--- config.mk ---
export PLATFORM = sky130hd
export DESIGN_NAME = arm_lite_core
export DESIGN_NICKNAME = d
export VERILOG_FILES = /design/src/core_pkg.sv /design/src/arm_lite_core.sv /design/src/memory_reg_r.sv /design/src/execute_reg_r.sv /design/src/hazard_unit.sv /design/src/decode_reg_r.sv /design/src/register_file.sv /design/src/fetch_queue.sv
export VERILOG_INCLUDE_DIRS = /design/src /design/src/src
export SDC_FILE = /design/constraint.sdc
export NUM_CORES = 1
export LEC_CHECK = 0
export ABC_AREA = 1
export ABC_CLOCK_PERIOD_IN_PS = 4100
export BUFFER_PORTS_ARGS = -buffer_cell sky130_fd_sc_hd__buf_2
export CORE_MARGIN = 5
export CORE_UTILIZATION = 45
export CTS_CLUSTER_DIAMETER = 150
export CTS_CLUSTER_SIZE = 20
export DETAILED_ROUTE_END_ITERATION = 16
export PLACE_DENSITY = 0.65
export REMOVE_ABC_BUFFERS = 1
export SYNTH_ARGS = -nofsm -noshare
export SYNTH_HDL_FRONTEND = slang
export SYNTH_SLANG_ARGS = --single-unit
--- constraint.sdc ---
create_clock -name clk_i -period 4.1 [get_ports clk_i]
set_input_delay 0.205 -clock clk_i [delete_from_list [all_inputs] [get_ports clk_i]]
set_output_delay 0.205 -clock clk_i [all_outputs]
set_load 0.02 [all_outputs]
--- src/core_settings.svh ---
`ifndef CORE_SETTINGS_SVH
`define CORE_SETTINGS_SVH

// Fetch queue entries. The source starts with this many credits.
`define CORE_QUEUE_DEPTH 4

// Architectural registers.
`define CORE_NUM_REGS 16

// Data memory size in 32-bit words.
`define CORE_DMEM_WORDS 16

`endif
--- src/core_pkg.sv ---
`default_nettype none

package core_pkg;

  typedef logic [31:0] word_t;     // Data or instruction word.
  typedef logic [3:0]  reg_addr_t; // Register number.
  typedef logic [3:0]  opcode_t;   // Data-processing opcode, bits 24:21.

  // Supported data-processing opcodes.
  localparam opcode_t OP_AND = 4'b0000;
  localparam opcode_t OP_SUB = 4'b0010;
  localparam opcode_t OP_ADD = 4'b0100;
  localparam opcode_t OP_ORR = 4'b1100;
  localparam opcode_t OP_MOV = 4'b1101;

  // Execute to memory stage.
  typedef struct packed {
    logic      valid;
    logic      writes_reg;
    logic      is_load;
    logic      is_store;
    reg_addr_t rd;
    word_t     result;     // ALU value, or address for LDR/STR.
    word_t     store_data;
  } exec_bundle_t;

  // Memory stage to register file and ports.
  typedef struct packed {
    logic      en;
    reg_addr_t addr;
    word_t     data;
  } wb_bundle_t;

endpackage

`default_nettype wire

--- src/arm_lite_core.sv ---
`timescale 1ns/1ns
`default_nettype none

module arm_lite_core (
  input  logic                clk_i,
  input  logic                reset_i,
  input  logic                flush_i,
  input  logic                inst_valid_i,
  input  core_pkg::word_t     inst_i,
  output logic                credit_o,
  output logic                wb_en_o,
  output core_pkg::reg_addr_t wb_addr_o,
  output core_pkg::word_t     wb_data_o
);
  import core_pkg::*;

  word_t        head_word;
  logic         head_valid;
  logic         stall;
  logic         dec_valid;
  word_t        dec_inst;
  word_t        dec_r1;
  word_t        dec_r2;
  reg_addr_t    dec_r1_addr;
  reg_addr_t    dec_r2_addr;
  reg_addr_t    dec_rd_addr;
  exec_bundle_t ex_bundle;
  exec_bundle_t mem_bundle;
  wb_bundle_t   wb;

  fetch_queue fetch_queue_i (
    .clk_i        (clk_i),
    .reset_i      (reset_i),
    .flush_i      (flush_i),
    .push_i       (inst_valid_i),
    .push_data_i  (inst_i),
    .stall_i      (stall),
    .head_o       (head_word),
    .head_valid_o (head_valid),
    .credit_o     (credit_o)
  );

  decode_reg_r decode_i (
    .clk_i     (clk_i),
    .reset_i   (reset_i),
    .inst_i    (head_word),
    .valid_i   (head_valid),
    .flush_i   (flush_i),
    .stall_i   (stall),
    .wb_i      (wb),
    .valid_o   (dec_valid),
    .inst_o    (dec_inst),
    .r1_o      (dec_r1),
    .r2_o      (dec_r2),
    .r1_addr_o (dec_r1_addr),
    .r2_addr_o (dec_r2_addr),
    .rd_addr_o (dec_rd_addr)
  );

  hazard_unit hazard_i (
    .dec_valid_i   (dec_valid),
    .dec_r1_addr_i (dec_r1_addr),
    .dec_r2_addr_i (dec_r2_addr),
    .ex_i          (ex_bundle),
    .mem_i         (mem_bundle),
    .stall_o       (stall)
  );

  // Flush stops at execute. Whatever is already in memory completes.
  execute_reg_r execute_i (
    .clk_i     (clk_i),
    .reset_i   (reset_i),
    .flush_i   (flush_i),
    .stall_i   (stall),
    .valid_i   (dec_valid),
    .inst_i    (dec_inst),
    .r1_i      (dec_r1),
    .r2_i      (dec_r2),
    .rd_addr_i (dec_rd_addr),
    .ex_o      (ex_bundle)
  );

  memory_reg_r memory_i (
    .clk_i   (clk_i),
    .reset_i (reset_i),
    .ex_i    (ex_bundle),
    .ex_o    (mem_bundle),
    .wb_o    (wb)
  );

  assign wb_en_o   = wb.en;
  assign wb_addr_o = wb.addr;
  assign wb_data_o = wb.data;

endmodule

`default_nettype wire

--- src/memory_reg_r.sv ---
`timescale 1ns/1ns
`default_nettype none
`include "core_settings.svh"

module memory_reg_r (
  input  logic                   clk_i,
  input  logic                   reset_i,
  input  core_pkg::exec_bundle_t ex_i,
  output core_pkg::exec_bundle_t ex_o,
  output core_pkg::wb_bundle_t   wb_o
);
  import core_pkg::*;

  localparam int DMEM_AW = $clog2(`CORE_DMEM_WORDS);

  word_t              dmem_q [`CORE_DMEM_WORDS];
  logic [DMEM_AW-1:0] word_idx;
  wb_bundle_t         wb_next;

  // Word address, wrapped to the memory size.
  assign word_idx = ex_i.result[DMEM_AW+1:2];

  always_ff @(posedge clk_i) begin
    if (ex_i.valid && ex_i.is_store) begin
      dmem_q[word_idx] <= ex_i.store_data;
    end
  end

  always_comb begin
    wb_next.en   = ex_i.valid && ex_i.writes_reg;
    wb_next.addr = ex_i.rd;
    wb_next.data = ex_i.is_load ? dmem_q[word_idx] : ex_i.result;
  end

  // The registered bundle copy lines up with wb_o for hazard checks.
  always_ff @(posedge clk_i) begin
    if (reset_i) begin
      ex_o.valid <= 1'b0;
      wb_o.en    <= 1'b0;
    end else begin
      ex_o <= ex_i;
      wb_o <= wb_next;
    end
  end

endmodule

`default_nettype wire

--- src/execute_reg_r.sv ---
`timescale 1ns/1ns
`default_nettype none

module execute_reg_r (
  input  logic                   clk_i,
  input  logic                   reset_i,
  input  logic                   flush_i,
  input  logic                   stall_i,
  input  logic                   valid_i,
  input  core_pkg::word_t        inst_i,
  input  core_pkg::word_t        r1_i,
  input  core_pkg::word_t        r2_i,
  input  core_pkg::reg_addr_t    rd_addr_i,
  output core_pkg::exec_bundle_t ex_o
);
  import core_pkg::*;

  localparam logic [2:0] CLASS_DP_REG = 3'b000;
  localparam logic [2:0] CLASS_DP_IMM = 3'b001;
  localparam logic [2:0] CLASS_MEM    = 3'b010;

  logic [2:0]   inst_class;
  opcode_t      opcode;
  logic         is_dp;
  logic         is_mem;
  logic         op_known;
  word_t        operand_b;
  word_t        alu_result;
  word_t        mem_addr;
  exec_bundle_t ex_next;

  assign inst_class = inst_i[27:25];
  assign opcode     = inst_i[24:21];
  assign is_dp      = (inst_class == CLASS_DP_REG) || (inst_class == CLASS_DP_IMM);
  assign is_mem     = (inst_class == CLASS_MEM);

  // Immediate is zero-extended, no rotation.
  assign operand_b = (inst_class == CLASS_DP_IMM) ? {24'd0, inst_i[7:0]} : r1_i;
  assign mem_addr  = r2_i + {20'd0, inst_i[11:0]}; // Rn plus imm12.

  always_comb begin
    op_known = 1'b1;
    case (opcode)
      OP_ADD:  alu_result = r2_i + operand_b;
      OP_SUB:  alu_result = r2_i - operand_b;
      OP_AND:  alu_result = r2_i & operand_b;
      OP_ORR:  alu_result = r2_i | operand_b;
      OP_MOV:  alu_result = operand_b;
      default: begin
        alu_result = '0;
        op_known   = 1'b0; // Unsupported opcode writes nothing.
      end
    endcase
  end

  always_comb begin
    ex_next.valid      = valid_i && !stall_i && !flush_i; // Bubble while decode holds.
    ex_next.is_load    = is_mem && inst_i[20];
    ex_next.is_store   = is_mem && !inst_i[20];
    ex_next.writes_reg = (is_dp && op_known) || ex_next.is_load;
    ex_next.rd         = rd_addr_i;
    ex_next.result     = is_dp ? alu_result : mem_addr;
    ex_next.store_data = r1_i;
  end

  always_ff @(posedge clk_i) begin
    if (reset_i) begin
      ex_o.valid <= 1'b0;
    end else begin
      ex_o <= ex_next;
    end
  end

endmodule

`default_nettype wire

--- src/hazard_unit.sv ---
`timescale 1ns/1ns
`default_nettype none

module hazard_unit (
  input  logic                   dec_valid_i,
  input  core_pkg::reg_addr_t    dec_r1_addr_i,
  input  core_pkg::reg_addr_t    dec_r2_addr_i,
  input  core_pkg::exec_bundle_t ex_i,
  input  core_pkg::exec_bundle_t mem_i,
  output logic                   stall_o
);
  import core_pkg::*;

  // True when a stage will write a register decode is reading.
  // Immediate forms still compare the Rm field.
  function automatic logic writes_source(input exec_bundle_t stage);
    writes_source = stage.valid && stage.writes_reg &&
                    ((stage.rd == dec_r1_addr_i) || (stage.rd == dec_r2_addr_i));
  endfunction

  // No forwarding. Wait until the producer has reached the write port.
  assign stall_o = dec_valid_i && (writes_source(ex_i) || writes_source(mem_i));

endmodule

`default_nettype wire

--- src/decode_reg_r.sv ---
`timescale 1ns/1ns
`default_nettype none

module decode_reg_r (
  input  logic                   clk_i,
  input  logic                   reset_i,
  input  core_pkg::word_t        inst_i,
  input  logic                   valid_i,
  input  logic                   flush_i,
  input  logic                   stall_i,
  input  core_pkg::wb_bundle_t   wb_i,
  output logic                   valid_o,
  output core_pkg::word_t        inst_o,
  output core_pkg::word_t        r1_o,
  output core_pkg::word_t        r2_o,
  output core_pkg::reg_addr_t    r1_addr_o,
  output core_pkg::reg_addr_t    r2_addr_o,
  output core_pkg::reg_addr_t    rd_addr_o
);
  import core_pkg::*;

  localparam logic [2:0] CLASS_MEM = 3'b010;

  word_t     sel_inst;
  reg_addr_t rn_addr;
  reg_addr_t rm_addr;
  reg_addr_t rd_addr;
  reg_addr_t r1_addr;
  reg_addr_t r2_addr;

  // While stalled, keep reading for the held instruction so that a
  // write-back landing during the stall is picked up.
  assign sel_inst = stall_i ? inst_o : inst_i;

  assign rn_addr = sel_inst[19:16];
  assign rm_addr = sel_inst[3:0];
  assign rd_addr = sel_inst[15:12];

  assign r2_addr = rn_addr;
  assign r1_addr = (sel_inst[27:25] == CLASS_MEM) ? rd_addr : rm_addr; // Rd is STR data.

  register_file rf_i (
    .clk_i     (clk_i),
    .a_addr_i  (r1_addr),
    .b_addr_i  (r2_addr),
    .wr_en_i   (wb_i.en),
    .wr_addr_i (wb_i.addr),
    .data_i    (wb_i.data),
    .a_o       (r1_o),
    .b_o       (r2_o)
  );

  always_ff @(posedge clk_i) begin
    if (reset_i || flush_i) begin
      valid_o <= 1'b0;
    end else if (!stall_i) begin
      valid_o <= valid_i;
    end
  end

  // Instruction and addresses. Held under stall.
  always_ff @(posedge clk_i) begin
    if (!stall_i) begin
      inst_o    <= inst_i;
      r1_addr_o <= r1_addr;
      r2_addr_o <= r2_addr;
      rd_addr_o <= rd_addr;
    end
  end

endmodule

`default_nettype wire

--- src/register_file.sv ---
`timescale 1ns/1ns
`default_nettype none
`include "core_settings.svh"

module register_file (
  input  logic                clk_i,
  input  core_pkg::reg_addr_t a_addr_i,
  input  core_pkg::reg_addr_t b_addr_i,
  input  logic                wr_en_i,
  input  core_pkg::reg_addr_t wr_addr_i,
  input  core_pkg::word_t     data_i,
  output core_pkg::word_t     a_o,
  output core_pkg::word_t     b_o
);
  import core_pkg::*;

  word_t regs_q [`CORE_NUM_REGS];

  always_ff @(posedge clk_i) begin
    if (wr_en_i) begin
      regs_q[wr_addr_i] <= data_i;
    end
    // Registered reads. A same-cycle write is passed straight through.
    a_o <= (wr_en_i && (wr_addr_i == a_addr_i)) ? data_i : regs_q[a_addr_i];
    b_o <= (wr_en_i && (wr_addr_i == b_addr_i)) ? data_i : regs_q[b_addr_i];
  end

endmodule

`default_nettype wire

--- src/fetch_queue.sv ---
`timescale 1ns/1ns
`default_nettype none
`include "core_settings.svh"

module fetch_queue (
  input  logic            clk_i,
  input  logic            reset_i,
  input  logic            flush_i,
  input  logic            push_i,
  input  core_pkg::word_t push_data_i,
  input  logic            stall_i,
  output core_pkg::word_t head_o,
  output logic            head_valid_o,
  output logic            credit_o
);
  import core_pkg::*;

  localparam int DEPTH = `CORE_QUEUE_DEPTH;
  localparam int PTR_W = $clog2(DEPTH);
  localparam int CNT_W = $clog2(DEPTH + 1);

  word_t            mem_q [DEPTH];
  logic [PTR_W-1:0] rd_ptr_q;
  logic [PTR_W-1:0] wr_ptr_q;
  logic [CNT_W-1:0] count_q;
  logic             push;
  logic             pop;

  // Wraps explicitly so the depth need not be a power of two.
  function automatic logic [PTR_W-1:0] next_ptr(input logic [PTR_W-1:0] ptr);
    next_ptr = (ptr == PTR_W'(DEPTH - 1)) ? '0 : ptr + 1'b1;
  endfunction

  assign head_valid_o = (count_q != '0);
  assign head_o       = mem_q[rd_ptr_q];

  // The source only pushes while holding a credit, so no full check.
  assign push = push_i && !flush_i;
  assign pop  = head_valid_o && !stall_i && !flush_i;

  // Entries dropped by a flush give no credit back.
  assign credit_o = pop;

  always_ff @(posedge clk_i) begin
    if (push) begin
      mem_q[wr_ptr_q] <= push_data_i;
    end
  end

  always_ff @(posedge clk_i) begin
    if (reset_i || flush_i) begin
      rd_ptr_q <= '0;
      wr_ptr_q <= '0;
      count_q  <= '0;
    end else begin
      if (push) begin
        wr_ptr_q <= next_ptr(wr_ptr_q);
      end
      if (pop) begin
        rd_ptr_q <= next_ptr(rd_ptr_q);
      end
      count_q <= count_q + CNT_W'(push) - CNT_W'(pop); // Net occupancy change.
    end
  end

endmodule

`default_nettype wire

==> flow_summary_export.csv <==
group,metric,value,unit
drt,vias,46200,
timing,setup_viol,20,
synth,netlist_instances,5682,
drt,vias_per_cell,5.89,
grt,antenna_found_initial,0,
pwr,max-vdd-ir-drop,0.379,mV
place,post-place-cells,7667,
critical_path,crit_top_cell,"nand2_2",
die,coreArea,0.133,sq mm
pwr,p_per_area,447,mW/mm^2
timing,finalClockSkew,0.0471,ns
drt,wl,184,mm
die,die_y,377,microns
die,die_area,0.142,sq mm
drt,wl_per_cell,23.5,microns
clock_network,cts_tree,"yes",
grt,grt_max_degree,108,
critical_path,crit_path_end_kind,"flop",
place,dp_slack,-0.639,ns
grt,grt_pass1_vias,43800,
synth,async_flop_share,0,%
synth,yosysSeqAreaShare,64.2,%
timing,final-hold-violation-count,0,
place,place_area,0.0660,sq mm
min_path,min_path_type,"in -> reg",
drt,drtPass1Iterations,6,
job,cap_violations,0,
finish,layout_common_cells,"edfxtp_1, o21ai_0, nor2_1",
clock_network,cts_sinks,1305,
synth,avgSynthCellArea,10.6,sq um
synth,synthesis.area,0.0605,sq mm
timing,min_period,4.45,ns
timing,setup_slack,-0.353,ns
critical_path,critPathMaxFanout,8,
timing,final_max_slew_viol_count,0,
die,start_util,45.3,%
place,hpwlAfterDp,115,mm
timing,rsz0062_at_grt,"yes",
grt,grt_pass1_wl,272,mm
critical_path,cp-endpoint,"execute_i.ex_o[53]",
critical_path,reg2reg_to,"execute_i.ex_o[53]",
place,portBuffers,69,
clock_network,clkSlewWorstSetupHoldPaths,0.09,ns
drt,drt.antenna.violating_nets,0,
grt,grt_usage,25.1,%
die,fp.dieW,377,microns
finish,final_common_cell,"edfxtp_1",
outcome,violations,"setup timing",
synth,ys_warn_count,0,
finish,final_nets,6134,
clock_network,ctsRootBufferMaster,"clkbuf_16",
critical_path,critPathKind,"reg -> reg",
finish,area_growth,15.9,%
finish,post-route-util,52.5,%
drt,route.detailed.drc,0,
place,routabilityCongestion,0.952,
critical_path,crit_arrival,5.02,ns
critical_path,cpLargestDelayFamily,"simple AND/OR/NAND/NOR gates",
drt,drtIter0Drc,5395,
synth,synth-seq-cells,1305,
critical_path,required,4.66,ns
critical_path,cp_slowest_stage_delay,0.50,ns
synth,synth_cell_types,60,
critical_path,cp-start-kind,"flop",
timing,max_freq,225,MHz
synth,ys.flop_type,"edfxtp_1",
timing,max_slew_margin,31.3,%
clock_network,insertion_delay,0.72,ns
finish,layout.cells.non_filler,7843,
timing,tightest_slew,1.03,ns
synth,synth_edf_count,1269,
finish,final_area,0.0701,sq mm
outcome,status,"finished, violations left",
die,ioPinCount,74,
finish,layout-drive-gt1-share,17.5,%
critical_path,cp_slowest_cell,"dfxtp_4",
die,num_rows,134,
pwr,p_leak,25.5,nW
clock_network,htreeDepth,3,
clock_network,numCtsBuffers,75,
critical_path,ff2ff_setup_slack,-0.35,ns
clock_network,clk_path_buf_depth,3,
grt,grt-ovfl-total,0,
critical_path,reg2regPathDepth,34,
timing,fin_crit_sh,109,%
finish,diodes,0,
critical_path,path_buf_inv,8,
critical_path,worst-path-stages,34,
-- cell type report --
type / instances / area, sq um
Fill cell: 11600 / 63300
Sequential cell: 1305 / 38900
Multi-Input combinational cell: 3569 / 19500
Timing Repair Buffer: 648 / 5720
Tap cell: 1768 / 2210
Clock buffer: 105 / 2050
Inverter: 443 / 1690
Clock inverter: 5 / 70.1
-- through the flow --
step | total power, mW | hold WS, ns | TNS (ns)
after floorplan | 19.6 | 0.276 | -738.69
after global placement | 22.8 | 0.404 | -6.79
after detailed placement | 22.9 | 0.407 | -7.01
after CTS | 30.8 | 0.0444 | -3.25
after global routing | 32.6 | 0.114 | -9.01
final | 31.3 | 0.104 | -4.16
-- logic make-up after synthesis --
logic type / count (synthesis) / share of synthesized area, %
AO/OA/AOI/OAI: 1506 / 14.4
adder cells (fa/ha/maj): 56 / 1.20
multiplexers: 1 / 0.0186
AND/OR/NAND/NOR: 1952 / 13.6
buffers and inverters: 808 / 5.85
XOR/XNOR: 54 / 0.782
flip-flops: 1305 / 64.2
-- flip-flops by register name, indices dropped and copies added (netlist names), 3 cells and up, named ones only --
signal	cells
decode_i.r2_addr_o	4
decode_i.inst_o	28
fetch_queue_i.count_q	3
fetch_queue_i.mem_q	112
memory_i.wb_o	37
memory_i.dmem_q	512
decode_i.rd_addr_o	4
execute_i.ex_o	72
decode_i.rf_i.regs_q	512
decode_i.r1_addr_o	4
-- per-layer routing --
layer	up-vias	track usage (%)	part of all wire [%]
li1	21000	-	-
met1	22500	34.7	41
met2	2366	39.8	46
met3	388	3.59	8.6
met4	0	10.7	5.0
met5	-	0	0
-- power breakdown --
| part | switching [mW] | internal (mW) | leakage (nW) |
|---|---|---|---|
| clock network | 4.29 | 3.53 | 1.03 |
| logic | 4.77 | 2.97 | 12.6 |
| registers | 0.571 | 15.2 | 11.8 |
-- synthesized netlist by cell type, drive strengths merged, types with 4 or more instances --
master / count / share of area, %
a21boi: 4 / 0.050
a21oi: 257 / 2.1
a31oi: 45 / 0.47
buf: 187 / 2.0
clkbuf: 178 / 1.1
dfxtp: 36 / 1.2
edfxtp: 1269 / 63
ha: 53 / 1.1
inv: 442 / 2.7
nand2: 716 / 4.5
nand3: 424 / 3.5
nand4: 13 / 0.14
nor2: 715 / 4.5
nor3: 12 / 0.099
o211ai: 143 / 1.8
o21a: 6 / 0.074
o21ai: 824 / 6.8
o221ai: 138 / 2.0
o22ai: 64 / 0.66
o31ai: 7 / 0.087
or2: 64 / 0.66
xnor2: 21 / 0.30
xor2: 33 / 0.48
-- what timing repair did --
item,in CTS,in global routing
gates cloned,1,5
hold buffers,30,0
endpoints found under the hold margin,125,0
buffers inserted,6,25
gates resized for setup,132,218
setup endpoints to repair,21,24
pin swaps,25,93
-- worst min-delay path by stage --
stage | from | to | slack (ns) | depth (start not counted)
after detailed placement | decode_i.rd_addr_o[1] | execute_i.ex_o[65] | 0.41 | 0
final | inst_valid_i | fetch_queue_i.count_q[0] | 0.10 | 6
after floorplan | reset_i | memory_i.ex_o[71] | 0.28 | 1
after CTS | inst_valid_i | fetch_queue_i.wr_ptr_q[1] | 0.04 | 5
after global routing | inst_valid_i | fetch_queue_i.wr_ptr_q[0] | 0.11 | 5
after global placement | decode_i.rd_addr_o[1] | execute_i.ex_o[65] | 0.40 | 0
-- worst min-delay path, stage by stage --
cell and delay [ns]:
buf_2 0.08, inv_1 0.03, nor2_1 0.15, ha_1 0.17, inv_1 0.04, nor2_1 0.08
Note: power is estimated with default switching activity, not from simulation.
